[src/logic/rv_pkg.sv]
package rv_pkg;

    // address and instruction width
    localparam int XLEN = 32;

    // major opcode field sits in inst[6:0]
    localparam int OPCODE_W = 7;

    typedef enum logic [OPCODE_W-1:0] {
        OP_LUI    = 7'b0110111,
        OP_AUIPC  = 7'b0010111,
        OP_JAL    = 7'b1101111,
        OP_JALR   = 7'b1100111,
        OP_BRANCH = 7'b1100011,
        OP_LOAD   = 7'b0000011,
        OP_STORE  = 7'b0100011,
        OP_OP_IMM = 7'b0010011,
        OP_OP     = 7'b0110011,
        OP_SYSTEM = 7'b1110011
    } opcode_t;

    function automatic opcode_t opcode_of(logic [XLEN-1:0] inst);
        return opcode_t'(inst[OPCODE_W-1:0]);
    endfunction

    // J-type immediate bits imm[20|10:1|11|19:12] sit in inst[31:12]
    function automatic logic [XLEN-1:0] jal_offset(logic [XLEN-1:0] inst);
        return {
            {(XLEN-20){inst[31]}},
            inst[19:12],
            inst[20],
            inst[30:21],
            1'b0
        };
    endfunction

endpackage

[src/logic/fetch_pkg.sv]
package fetch_pkg;

    // one request in flight at most
    typedef enum logic {
        FETCH_IDLE,
        FETCH_WAIT
    } fetch_state_t;

    // coarse class of a fetched word handed to decode
    typedef enum logic [2:0] {
        KIND_ALU,
        KIND_LOAD,
        KIND_STORE,
        KIND_BRANCH,
        KIND_JAL,
        KIND_JALR,
        KIND_SYSTEM,
        KIND_ILLEGAL
    } inst_kind_t;

endpackage

[src/logic/branch_predictor.sv]
module branch_predictor
    import rv_pkg::*;
#(
    parameter int PRED_ENTRIES = 16
) (
    input  logic            clk,
    input  logic            reset,
    input  logic [XLEN-1:0] pred_pc,
    input  logic            update_valid,
    input  logic [XLEN-1:0] update_pc,
    input  logic [XLEN-1:0] update_target,
    input  logic            update_taken,
    output logic [XLEN-1:0] pred_next
);

    localparam int IDX_W = $clog2(PRED_ENTRIES);
    localparam int TAG_W = XLEN - IDX_W - 2;
    localparam logic [1:0] WEAK_NT = 2'b01;

    logic [1:0]      counter [PRED_ENTRIES];
    logic            entry_valid [PRED_ENTRIES];
    logic [TAG_W-1:0] tag [PRED_ENTRIES];
    logic [XLEN-1:0] target [PRED_ENTRIES];

    logic [IDX_W-1:0] pred_idx;
    logic [TAG_W-1:0] pred_tag;
    logic             pred_hit;
    logic [IDX_W-1:0] upd_idx;
    logic [TAG_W-1:0] upd_tag;
    logic             upd_hit;
    logic [1:0]       upd_base;
    logic [1:0]       upd_counter;

    // word address picks the entry, the rest is the tag
    assign pred_idx = pred_pc[IDX_W+1:2];
    assign pred_tag = pred_pc[XLEN-1:IDX_W+2];
    assign pred_hit = entry_valid[pred_idx] && tag[pred_idx] == pred_tag;

    assign pred_next = (pred_hit && counter[pred_idx][1]) ? target[pred_idx] : pred_pc + 4;

    assign upd_idx = update_pc[IDX_W+1:2];
    assign upd_tag = update_pc[XLEN-1:IDX_W+2];
    assign upd_hit = entry_valid[upd_idx] && tag[upd_idx] == upd_tag;

    // a new owner of the entry starts from weakly not-taken
    assign upd_base = upd_hit ? counter[upd_idx] : WEAK_NT;

    always_comb begin
        if (update_taken) begin
            upd_counter = (upd_base == 2'b11) ? upd_base : upd_base + 2'd1;
        end else begin
            upd_counter = (upd_base == 2'b00) ? upd_base : upd_base - 2'd1;
        end
    end

    always_ff @(posedge clk) begin
        if (reset) begin
            for (int i = 0; i < PRED_ENTRIES; i++) begin
                counter[i]     <= WEAK_NT;
                entry_valid[i] <= 1'b0;
            end
        end else if (update_valid) begin
            counter[upd_idx]     <= upd_counter;
            entry_valid[upd_idx] <= 1'b1;
        end
    end

    always_ff @(posedge clk) begin
        if (update_valid) begin
            tag[upd_idx]    <= upd_tag;
            target[upd_idx] <= update_target;
        end
    end

endmodule

[src/logic/fetch_unit.sv]
module fetch_unit
    import rv_pkg::*;
    import fetch_pkg::*;
#(
    parameter logic [XLEN-1:0] RESET_PC = '0
) (
    input  logic            clk,
    input  logic            reset,

    // instruction memory
    output logic            mem_req_valid,
    input  logic            mem_req_ready,
    output logic [XLEN-1:0] mem_req_addr,
    input  logic            mem_resp_valid,
    input  logic [XLEN-1:0] mem_resp_addr,
    input  logic [XLEN-1:0] mem_resp_inst,

    // back end steering
    input  logic            redirect_valid,
    input  logic [XLEN-1:0] redirect_pc,

    // predictor lookup
    output logic [XLEN-1:0] pred_pc,
    input  logic [XLEN-1:0] pred_next,

    // queue write side
    output logic            q_wvalid,
    input  logic            q_wready,
    output logic [XLEN-1:0] q_wdata_addr,
    output logic [XLEN-1:0] q_wdata_inst,
    output logic            kill
);

    fetch_state_t    state;
    logic [XLEN-1:0] pc;
    logic [XLEN-1:0] req_addr;
    logic [XLEN-1:0] last_addr;
    logic [XLEN-1:0] last_inst;

    logic            last_is_jal;
    logic [XLEN-1:0] jal_target;
    logic            jal_hazard;
    logic            req_fire;
    logic            resp_hit;
    logic [XLEN-1:0] next_pc;

    // look at the word accepted last for a jal
    assign last_is_jal = opcode_of(last_inst) == OP_JAL;
    assign jal_target  = last_addr + jal_offset(last_inst);

    // the word after the jal was fetched from the wrong place
    assign jal_hazard = last_is_jal && state == FETCH_WAIT && req_addr != jal_target;

    assign next_pc = last_is_jal ? jal_target + 4 : pred_next;
    assign pred_pc = pc;

    assign mem_req_valid = q_wready;
    assign mem_req_addr  = pc;
    assign req_fire      = mem_req_valid && mem_req_ready;

    // only the response to the pending address counts
    assign resp_hit = state == FETCH_WAIT && mem_resp_valid && mem_resp_addr == req_addr;

    assign q_wvalid     = resp_hit && !jal_hazard && !redirect_valid;
    assign q_wdata_addr = req_addr;
    assign q_wdata_inst = mem_resp_inst;
    assign kill         = redirect_valid;

    always_ff @(posedge clk) begin
        if (reset) begin
            state     <= FETCH_IDLE;
            pc        <= RESET_PC;
            req_addr  <= '0;
            last_addr <= '0;
            last_inst <= '0;
        end else if (redirect_valid) begin
            // mispredict from the back end wins over everything
            state     <= FETCH_IDLE;
            pc        <= redirect_pc;
            last_addr <= '0;
            last_inst <= '0;
        end else if (jal_hazard) begin
            state     <= FETCH_IDLE;
            pc        <= jal_target;
            last_addr <= '0;
            last_inst <= '0;
        end else if (state == FETCH_WAIT) begin
            if (resp_hit) begin
                last_addr <= mem_resp_addr;
                last_inst <= mem_resp_inst;
                // next request can go out in the same cycle
                if (req_fire) begin
                    req_addr <= pc;
                    pc       <= next_pc;
                end else begin
                    state <= FETCH_IDLE;
                end
            end
        end else begin
            if (req_fire) begin
                state    <= FETCH_WAIT;
                req_addr <= pc;
                pc       <= next_pc;
            end
        end
    end

endmodule

[src/logic/inst_queue.sv]
module inst_queue
    import rv_pkg::*;
#(
    parameter int QUEUE_DEPTH = 8
) (
    input  logic            clk,
    input  logic            reset,
    input  logic            kill,

    input  logic            wvalid,
    output logic            wready,
    input  logic [XLEN-1:0] waddr,
    input  logic [XLEN-1:0] winst,

    output logic            rvalid,
    input  logic            rready,
    output logic [XLEN-1:0] raddr,
    output logic [XLEN-1:0] rinst
);

    localparam int PTR_W = $clog2(QUEUE_DEPTH);
    localparam logic [PTR_W:0] FULL_COUNT  = (PTR_W+1)'(QUEUE_DEPTH);
    localparam logic [PTR_W:0] LIMIT_COUNT = (PTR_W+1)'(QUEUE_DEPTH - 1);

    logic [XLEN-1:0] addr_mem [QUEUE_DEPTH];
    logic [XLEN-1:0] inst_mem [QUEUE_DEPTH];
    logic [PTR_W-1:0] wr_ptr;
    logic [PTR_W-1:0] rd_ptr;
    logic [PTR_W:0]   count;

    logic do_write;
    logic do_read;

    // one slot stays free for the response already in flight
    assign wready = count < LIMIT_COUNT;
    assign rvalid = count != '0;

    assign do_write = wvalid && count != FULL_COUNT && !kill;
    assign do_read  = rvalid && rready && !kill;

    assign raddr = addr_mem[rd_ptr];
    assign rinst = inst_mem[rd_ptr];

    always_ff @(posedge clk) begin
        if (reset || kill) begin
            wr_ptr <= '0;
            rd_ptr <= '0;
            count  <= '0;
        end else begin
            if (do_write) begin
                wr_ptr <= wr_ptr + 1'b1;
            end
            if (do_read) begin
                rd_ptr <= rd_ptr + 1'b1;
            end
            if (do_write && !do_read) begin
                count <= count + 1'b1;
            end else if (do_read && !do_write) begin
                count <= count - 1'b1;
            end
        end
    end

    always_ff @(posedge clk) begin
        if (do_write) begin
            addr_mem[wr_ptr] <= waddr;
            inst_mem[wr_ptr] <= winst;
        end
    end

endmodule

[src/logic/pre_decode.sv]
module pre_decode
    import rv_pkg::*;
    import fetch_pkg::*;
(
    input  logic            clk,
    input  logic            reset,
    input  logic            flush,

    input  logic            in_valid,
    output logic            in_ready,
    input  logic [XLEN-1:0] in_addr,
    input  logic [XLEN-1:0] in_inst,

    output logic            out_valid,
    input  logic            out_ready,
    output logic [XLEN-1:0] out_addr,
    output logic [XLEN-1:0] out_inst,
    output inst_kind_t      out_kind
);

    inst_kind_t in_kind;

    always_comb begin
        case (opcode_of(in_inst))
            OP_OP, OP_OP_IMM, OP_LUI, OP_AUIPC: in_kind = KIND_ALU;
            OP_LOAD:   in_kind = KIND_LOAD;
            OP_STORE:  in_kind = KIND_STORE;
            OP_BRANCH: in_kind = KIND_BRANCH;
            OP_JAL:    in_kind = KIND_JAL;
            OP_JALR:   in_kind = KIND_JALR;
            OP_SYSTEM: in_kind = KIND_SYSTEM;
            default:   in_kind = KIND_ILLEGAL;
        endcase
    end

    // empty or draining this cycle
    assign in_ready = !out_valid || out_ready;

    always_ff @(posedge clk) begin
        if (reset || flush) begin
            out_valid <= 1'b0;
        end else if (in_ready) begin
            out_valid <= in_valid;
        end
    end

    always_ff @(posedge clk) begin
        if (in_valid && in_ready) begin
            out_addr <= in_addr;
            out_inst <= in_inst;
            out_kind <= in_kind;
        end
    end

endmodule

[src/logic/fetch_top.sv]
module fetch_top
    import rv_pkg::*;
    import fetch_pkg::*;
#(
    parameter logic [XLEN-1:0] RESET_PC     = '0,
    parameter int              QUEUE_DEPTH  = 8,
    parameter int              PRED_ENTRIES = 16
) (
    input  logic            clk,
    input  logic            reset,

    output logic            mem_req_valid,
    input  logic            mem_req_ready,
    output logic [XLEN-1:0] mem_req_addr,
    input  logic            mem_resp_valid,
    input  logic [XLEN-1:0] mem_resp_addr,
    input  logic [XLEN-1:0] mem_resp_inst,

    input  logic            redirect_valid,
    input  logic [XLEN-1:0] redirect_pc,

    input  logic            update_valid,
    input  logic [XLEN-1:0] update_pc,
    input  logic [XLEN-1:0] update_target,
    input  logic            update_taken,

    output logic            out_valid,
    input  logic            out_ready,
    output logic [XLEN-1:0] out_addr,
    output logic [XLEN-1:0] out_inst,
    output inst_kind_t      out_kind
);

    logic [XLEN-1:0] pred_pc;
    logic [XLEN-1:0] pred_next;
    logic            q_wvalid;
    logic            q_wready;
    logic [XLEN-1:0] q_wdata_addr;
    logic [XLEN-1:0] q_wdata_inst;
    logic            kill;
    logic            q_rvalid;
    logic            q_rready;
    logic [XLEN-1:0] q_raddr;
    logic [XLEN-1:0] q_rinst;

    branch_predictor #(
        .PRED_ENTRIES(PRED_ENTRIES)
    ) u_pred (
        .clk          (clk),
        .reset        (reset),
        .pred_pc      (pred_pc),
        .update_valid (update_valid),
        .update_pc    (update_pc),
        .update_target(update_target),
        .update_taken (update_taken),
        .pred_next    (pred_next)
    );

    fetch_unit #(
        .RESET_PC(RESET_PC)
    ) u_fetch (
        .clk           (clk),
        .reset         (reset),
        .mem_req_valid (mem_req_valid),
        .mem_req_ready (mem_req_ready),
        .mem_req_addr  (mem_req_addr),
        .mem_resp_valid(mem_resp_valid),
        .mem_resp_addr (mem_resp_addr),
        .mem_resp_inst (mem_resp_inst),
        .redirect_valid(redirect_valid),
        .redirect_pc   (redirect_pc),
        .pred_pc       (pred_pc),
        .pred_next     (pred_next),
        .q_wvalid      (q_wvalid),
        .q_wready      (q_wready),
        .q_wdata_addr  (q_wdata_addr),
        .q_wdata_inst  (q_wdata_inst),
        .kill          (kill)
    );

    inst_queue #(
        .QUEUE_DEPTH(QUEUE_DEPTH)
    ) u_queue (
        .clk   (clk),
        .reset (reset),
        .kill  (kill),
        .wvalid(q_wvalid),
        .wready(q_wready),
        .waddr (q_wdata_addr),
        .winst (q_wdata_inst),
        .rvalid(q_rvalid),
        .rready(q_rready),
        .raddr (q_raddr),
        .rinst (q_rinst)
    );

    pre_decode u_pdec (
        .clk      (clk),
        .reset    (reset),
        .flush    (redirect_valid),
        .in_valid (q_rvalid),
        .in_ready (q_rready),
        .in_addr  (q_raddr),
        .in_inst  (q_rinst),
        .out_valid(out_valid),
        .out_ready(out_ready),
        .out_addr (out_addr),
        .out_inst (out_inst),
        .out_kind (out_kind)
    );

endmodule

[config.mk]
export PLATFORM = sky130hd
export DESIGN_NAME = fetch_top
export DESIGN_NICKNAME = d
export VERILOG_FILES = /design/src/logic/rv_pkg.sv /design/src/logic/fetch_pkg.sv /design/src/logic/branch_predictor.sv /design/src/logic/fetch_unit.sv /design/src/logic/inst_queue.sv /design/src/logic/pre_decode.sv /design/src/logic/fetch_top.sv
export SDC_FILE = /design/constraint.sdc
export NUM_CORES = 2
export LEC_CHECK = 0
export BUFFER_PORTS_ARGS = -buffer_cell sky130_fd_sc_hd__buf_2
export CORE_UTILIZATION = 62
export CTS_CLUSTER_SIZE = 10
export DETAILED_ROUTE_END_ITERATION = 12
export MAX_ROUTING_LAYER = met4
export PLACE_DENSITY = 0.89
export SLEW_MARGIN = 10
export SYNTH_ARGS = -nofsm -noshare
export SYNTH_HDL_FRONTEND = slang
export SYNTH_SLANG_ARGS = --single-unit
[constraint.sdc]
create_clock -name clk -period 11.44 [get_ports clk]
set_input_delay 2.288 -clock clk [delete_from_list [all_inputs] [get_ports clk]]
set_output_delay 2.288 -clock clk [all_outputs]
set_load 0.01 [all_outputs]
* Yosys cells after proc, flatten, opt, wreduce, memory -nomap -nowiden
Memories as Yosys holds them, arrays and structs flattened. A register that Yosys moved wholly into a read port is not among the register bits. Index checks and enable logic that the tools add are counted. W data, S select, Z words.
Word-level totals: register bits after elaboration 175, RAM bits 1488, input bits 168, output and inout port bits 101, word-level logic and storage cells 124, memories kept 6
Operators by class: $add $sub $neg 9, $lt $le $gt $ge 1, equality and inequality tests 19, multiplexer cells 44, bitwise gates (word level) 2, reductions and logical operators 32
Memory list:
- u_pred.target | words 16, width 32, rd ports 1, clocked after Yosys merged registers in 1, write ports 1, line branch_predictor.sv:23 | logic [XLEN-1:0] target [PRED_ENTRIES];
- u_pred.tag | words 16, width 26, rd ports 2, clocked after Yosys merged registers in 1, write ports 1, line branch_predictor.sv:22 | logic [TAG_W-1:0] tag [PRED_ENTRIES];
- u_queue.addr_mem | words 8, width 32, rd ports 1, clocked after Yosys merged registers in 1, write ports 1, line inst_queue.sv:25 | logic [XLEN-1:0] addr_mem [QUEUE_DEPTH];
- u_queue.inst_mem | words 8, width 32, rd ports 1, clocked after Yosys merged registers in 1, write ports 1, line inst_queue.sv:26 | logic [XLEN-1:0] inst_mem [QUEUE_DEPTH];
- u_pred.counter | words 16, width 2, rd ports 2, clocked after Yosys merged registers in 1, write ports 16, line branch_predictor.sv:20 | logic [1:0] counter [PRED_ENTRIES];
- u_pred.entry_valid | words 16, width 1, rd ports 2, clocked after Yosys merged registers in 1, write ports 16, line branch_predictor.sv:21 | logic entry_valid [PRED_ENTRIES];
Operators by type and width (count):
- $mux W32 | 10
- $add A32 B3 Y32 const B | 2
- $eq A26 B26 Y1 | 2
- $mux W4 | 12
- $eq A7 B7 Y1 const B | 5
- $add A32 B32 Y32 | 1
- $eq A32 B32 Y1 | 1
- $ne A32 B32 Y1 | 1
- $eq A7 B6 Y1 const B | 3
- $pmux W3 S7 | 1
- $logic_and A1 B1 Y1 | 16
- $eq A7 B5 Y1 const B | 2
- $mux W1 | 14
- $mux W2 | 5
- $ne A4 B4 Y1 const B | 2
- $eq A7 B2 Y1 const B | 1
- $add A3 B1 Y3 const B | 2
- $mux W3 | 2
- $logic_not A1 Y1 | 5
- $add A4 B1 Y4 const B | 1
- $lt A4 B3 Y1 const B | 1
- $reduce_bool A4 Y1 | 1
- $reduce_or A4 Y1 | 1
- $sub A4 B1 Y4 const B | 1
- other kinds (13) | 15

* Longest topological paths before layout
word-level depth 12, mapped depth 21, gate-level depth less buffers 20

* Cells and area by module
From an unflattened synthesis, not the netlist that was laid out.
Second synthesis, totals: cells, all modules 4207, area total of the unflattened synthesis 74011.0 µm²
By module, submodules not included:
- branch_predictor | instances 1, cells each 2099, area each 42592.1 µm², seq. area each 29148.0 µm²
- inst_queue | instances 1, cells each 816, area each 19876.6 µm², seq. area each 15635.0 µm²
- fetch_unit | instances 1, cells each 1206, area each 9387.8 µm², seq. area each 2482.4 µm²
- pre_decode | instances 1, cells each 86, area each 2154.6 µm², seq. area each 2031.9 µm²

* Worst setup path before layout
Ideal clock, no wire load.
path kind register to register, from reg u_fetch.last_inst[21], to mem u_queue.addr_mem[4][0] (enable), library setup time 0.578 ns, arrival 9.054 ns, required time 10.862 ns, slack 1.808 ns, cell stages (with the launch flop) 16, path buffers 1, clock period less this slack 9.632 ns, cells stage by stage dfxtp_1 > ha_1 > fa_1 > a21o_1 > a221o_1 > a21o_1 > buf_6 > a221oi_4 > nor3_1 > or4_1 > or4_4 > nor4_4 > a21boi_2 > nor4_4 > nand2b_1 > nor3b_1
Between the ends: word-level cells in the longest chain between the ends 10
Ends and longest elaborated chain:
- from (decl) | line fetch_unit.sv:38 | logic [XLEN-1:0] last_inst;
- from (signal assigned) | line fetch_unit.sv:90 | last_inst <= mem_resp_inst;
- $add A32 B32 Y32 | line fetch_unit.sv:49 | assign jal_target = last_addr + jal_offset(last_inst);
- $ne A32 B32 Y1 | line fetch_unit.sv:52 | assign jal_hazard = last_is_jal && state == FETCH_WAIT && req_addr != jal_target;
- $logic_and A1 B1 Y1 | line fetch_unit.sv:52
- $logic_not A1 Y1 | line fetch_unit.sv:64 | assign q_wvalid = resp_hit && !jal_hazard && !redirect_valid;
- $logic_and A1 B1 Y1 (2 in series) | line fetch_unit.sv:64
- $logic_and A1 B1 Y1 (2 in series) | line inst_queue.sv:38 | assign do_write = wvalid && count != FULL_COUNT && !kill;
- via u_queue.do_write | line inst_queue.sv:31 | logic do_write;
- $mux W1 | line inst_queue.sv:65 | if (do_write) begin
- $mux W1 (implied by the code) | line inst_queue.sv:66 | addr_mem[wr_ptr] <= waddr;
- to (decl) | line inst_queue.sv:25
The timed path passes the listed nets, and every way through them passes these cells.

* Worst setup path after layout
from reg u_fetch.last_inst[31], to mem u_queue.addr_mem[3][21] (enable)
Same word-level chain as after synthesis.

==> summary.txt <==
STA
  • Slew @ Worst Pin: 1184 ps
  • Setup TNS: 0 ps
  • Max Transition Viols Final: 0
  • Final Hold Fails: 0
  • Setup ws final: 4113 ps
  • Fin Hold WS: 457.1 ps
  • Final number of setup-violating endpoints: 0
  • Max Clock Skew: 59.71 ps
  • F_max: 136.5 MHz
  • RSZ-0062 raised after global routing: no
  • Relative slew margins: 20.80%
  • Crit share post-route: 64.05%
  • Final Critical Period: 7328 ps

Logic synthesis
  • Syn nets: 4,295
  • Adder-cell share of the synthesized area: 0.7167%
  • Synth warn: 0
  • Post-synthesis xor/xnor area fraction: 2.363%
  • Main synth FF type: edfxtp_1
  • Post-synth EDFFs: 1,539
  • Ys async rst share: 0%
  • Yosys reg bits: 1,697
  • Compound-cell area share of the yosys netlist: 3.635%
  • Post-Synth Simple-Gate Area: 4.916%
  • Post-synthesis sequential area ratio: 67.67%
  • Gate Count Post-Synth: 4,088
  • Mean Syn Cell Area: 17.85 um^2
  • Largest family of logic cells by synthesized area: multiplexers
  • Mux share of post-synthesis cell area: 19.15%
  • Post-Syn Area: 72,970 um^2
  • Yosys cell types: 86

Critical path
  • Arrival time at the worst endpoint: 7720 ps
  • Crit path kind: flip-flop to flip-flop
  • Crit-path max FO: 58
  • CP Launch Type: flip-flop
  • Required time of the critical path: 11,840 ps
  • Endpoint type of the worst setup path: flip-flop

Job
  • Max-Cap Viols: 0

Route
  • Via count: 44,092
  • DRT Pass-1 Iters: 9
  • DRC Markers: 0
  • Wire length per cell: 35.53 um
  • Vias per std cell: 7.316
  • 1st-iter DRT viols: 6,901
  • DRT Wirelength: 214,200 um
  • Final ANT Viol Nets: 0

Status
  • Status: finished, final reports clean

Clocking
  • Htree depth: 4
  • PostCTS Resize Cnt: 0
  • Root Driver: clkbuf_16
  • Worst-skew pair later-pin latency: 830 ps
  • Worst-path clk slew: 60 ps
  • CTS sink count: 1,697
  • Number of setup buffers added after CTS: 0
  • Clock Path Buffers: 3
  • CTS Buf Count: 190
  • CTS tree: yes
  • Hold buffers post-CTS: 0

Floorplan
  • Initial core utilization: 62.71%
  • I/O pins: 269
  • Core ar.: 116,400 um^2
  • Die Y: 345.1 um
  • Die area: 119,100 um^2
  • Chip width: 345.1 um
  • Num rows: 125

Layout
  • Commonest non-fill, non-tap cells in the layout: edfxtp_1 (1,539), mux4_2 (533), nand2_1 (280)
  • Fill cells: 6,700
  • Share of layout cells above drive strength 1: 27.56%
  • Commonest non-fill, non-tap cell in the layout: edfxtp_1
  • Area growth, synth to finish: 11.63%
  • Final non-filler cell total: 6,027
  • Final instance area: 81,460 um^2
  • Nets: 4,579

Placed design
  • Number of buffers added on ports: 266
  • Dpl hpwl: 123,400 um
  • Inst Count DP: 5,704
  • Post-DP Area: 75,990 um^2
  • Routability Congestion: 1.001
  • DP Worst Slack: 3801 ps

Pwr
  • Pleak: 26.45 nW
  • Power density over cell area: 163.0 nW/um^2
  • Peak VDD IR: 0.1917 mV

GRT
  • Total gr overflow: 0
  • Initial antenna violation count: 40
  • Vias in the first global route: 44,038
  • Pin count of the biggest net entering global routing: 113
  • Global-route usage over all layers: 37.07%
  • First-pass GRT wire length: 305,600 um

Min path
  • Hold WC Path Type: flip-flop to flip-flop
report_power, final:
part	total, mW	leakage, nW	internal (mW)	switching [mW]
Combinational	0.873	8.29	0.357	0.516
Sequential	6.94	15.6	6.84	0.0997
Clock	5.47	2.58	3.07	2.40
Total	13.3	26.4	10.3	3.02
final cells by class:
class,count,area (um^2),area share [%]
Inverter,17,65.06,0.07987
Timing Repair Buffer,348,1983,2.435
Clock inverter,19,284.0,0.3487
Antenna cell,43,107.6,0.1321
Multi-Input combinational cell,2118,22630,27.79
Tap cell,1524,1907,2.341
Sequential cell,1697,49400,60.65
Clock buffer,261,5074,6.229
worst paths after layout:
path                               from                      end  slack (ps)  cells past startpoint
setup / recovery  u_fetch.last_inst[31]  u_queue.addr_mem[3][21]        4110                     15
hold / removal    u_fetch.last_inst[21]    u_fetch.last_inst[21]         460                      2
setup reg to reg  u_fetch.last_inst[31]  u_queue.addr_mem[3][21]        4110                     15
hold reg to reg   u_fetch.last_inst[21]    u_fetch.last_inst[21]         460                      2
critical path, stage by stage, from the launching register on:
cell	delay, ps
dfxtp_1	670
ha_1	500
and2_1	290
and3_1	220
a221oi_1	750
mux2i_1	330
nand4_1	110
or4_1	500
or4_4	500
nor4_4	390
a21boi_2	80
buf_4	290
nor4_4	460
nand2_1	260
nor3b_2	620
buf_4	850
sequential cells by signal, indices dropped and copies added, names as in the netlist, 32 cells and up, named ones only:
signal and flops:
u_pred.tag 416, u_fetch.q_wdata_addr 32, u_fetch.mem_req_addr 32, u_queue.addr_mem 256, u_pred.target 512, u_pdec.out_inst 32, u_pdec.out_addr 32, u_fetch.last_addr 32
u_queue.inst_mem 256, u_pred.counter 32
synth_stat cells, types with 42 or more instances:
cell	count	share of area, %
mux2_2	71	1.1
mux2i_1	117	1.6
nor2_1	194	1.0
o21ai_0	78	0.53
a21oi_1	137	0.94
xor2_1	64	0.77
buf_2	42	0.29
xnor2_1	125	1.5
mux4_2	533	16
nand2_1	281	1.4
edfxtp_1	1539	63
dfxtp_1	158	4.3
clkbuf_1	167	0.86
nand3_1	55	0.38
stage by stage:
stage                     total power [mW]  util (%)
after global routing                 13.55     69.98
final                                13.28     70.00
after floorplan                      7.535         -
after CTS                            13.27     69.91
after global placement               7.830     65.31
after detailed placement             7.877     65.31
metal layers:
layer	share of wire (%)	track usage (%)
met1	32	44.79
met2	48	56.42
met3	14	12.17
met4	5.7	18.49
met5	0	-
cells by family after synthesis:
kind of cell / count (synthesis)
flip-flops: 1697
AND/OR/NAND/NOR: 758
multiplexers: 721
AO/OA/AOI/OAI: 406
buffers and inverters: 273
XOR/XNOR: 192
adder cells (fa/ha/maj): 41
Power figures use the tool's default switching activity.
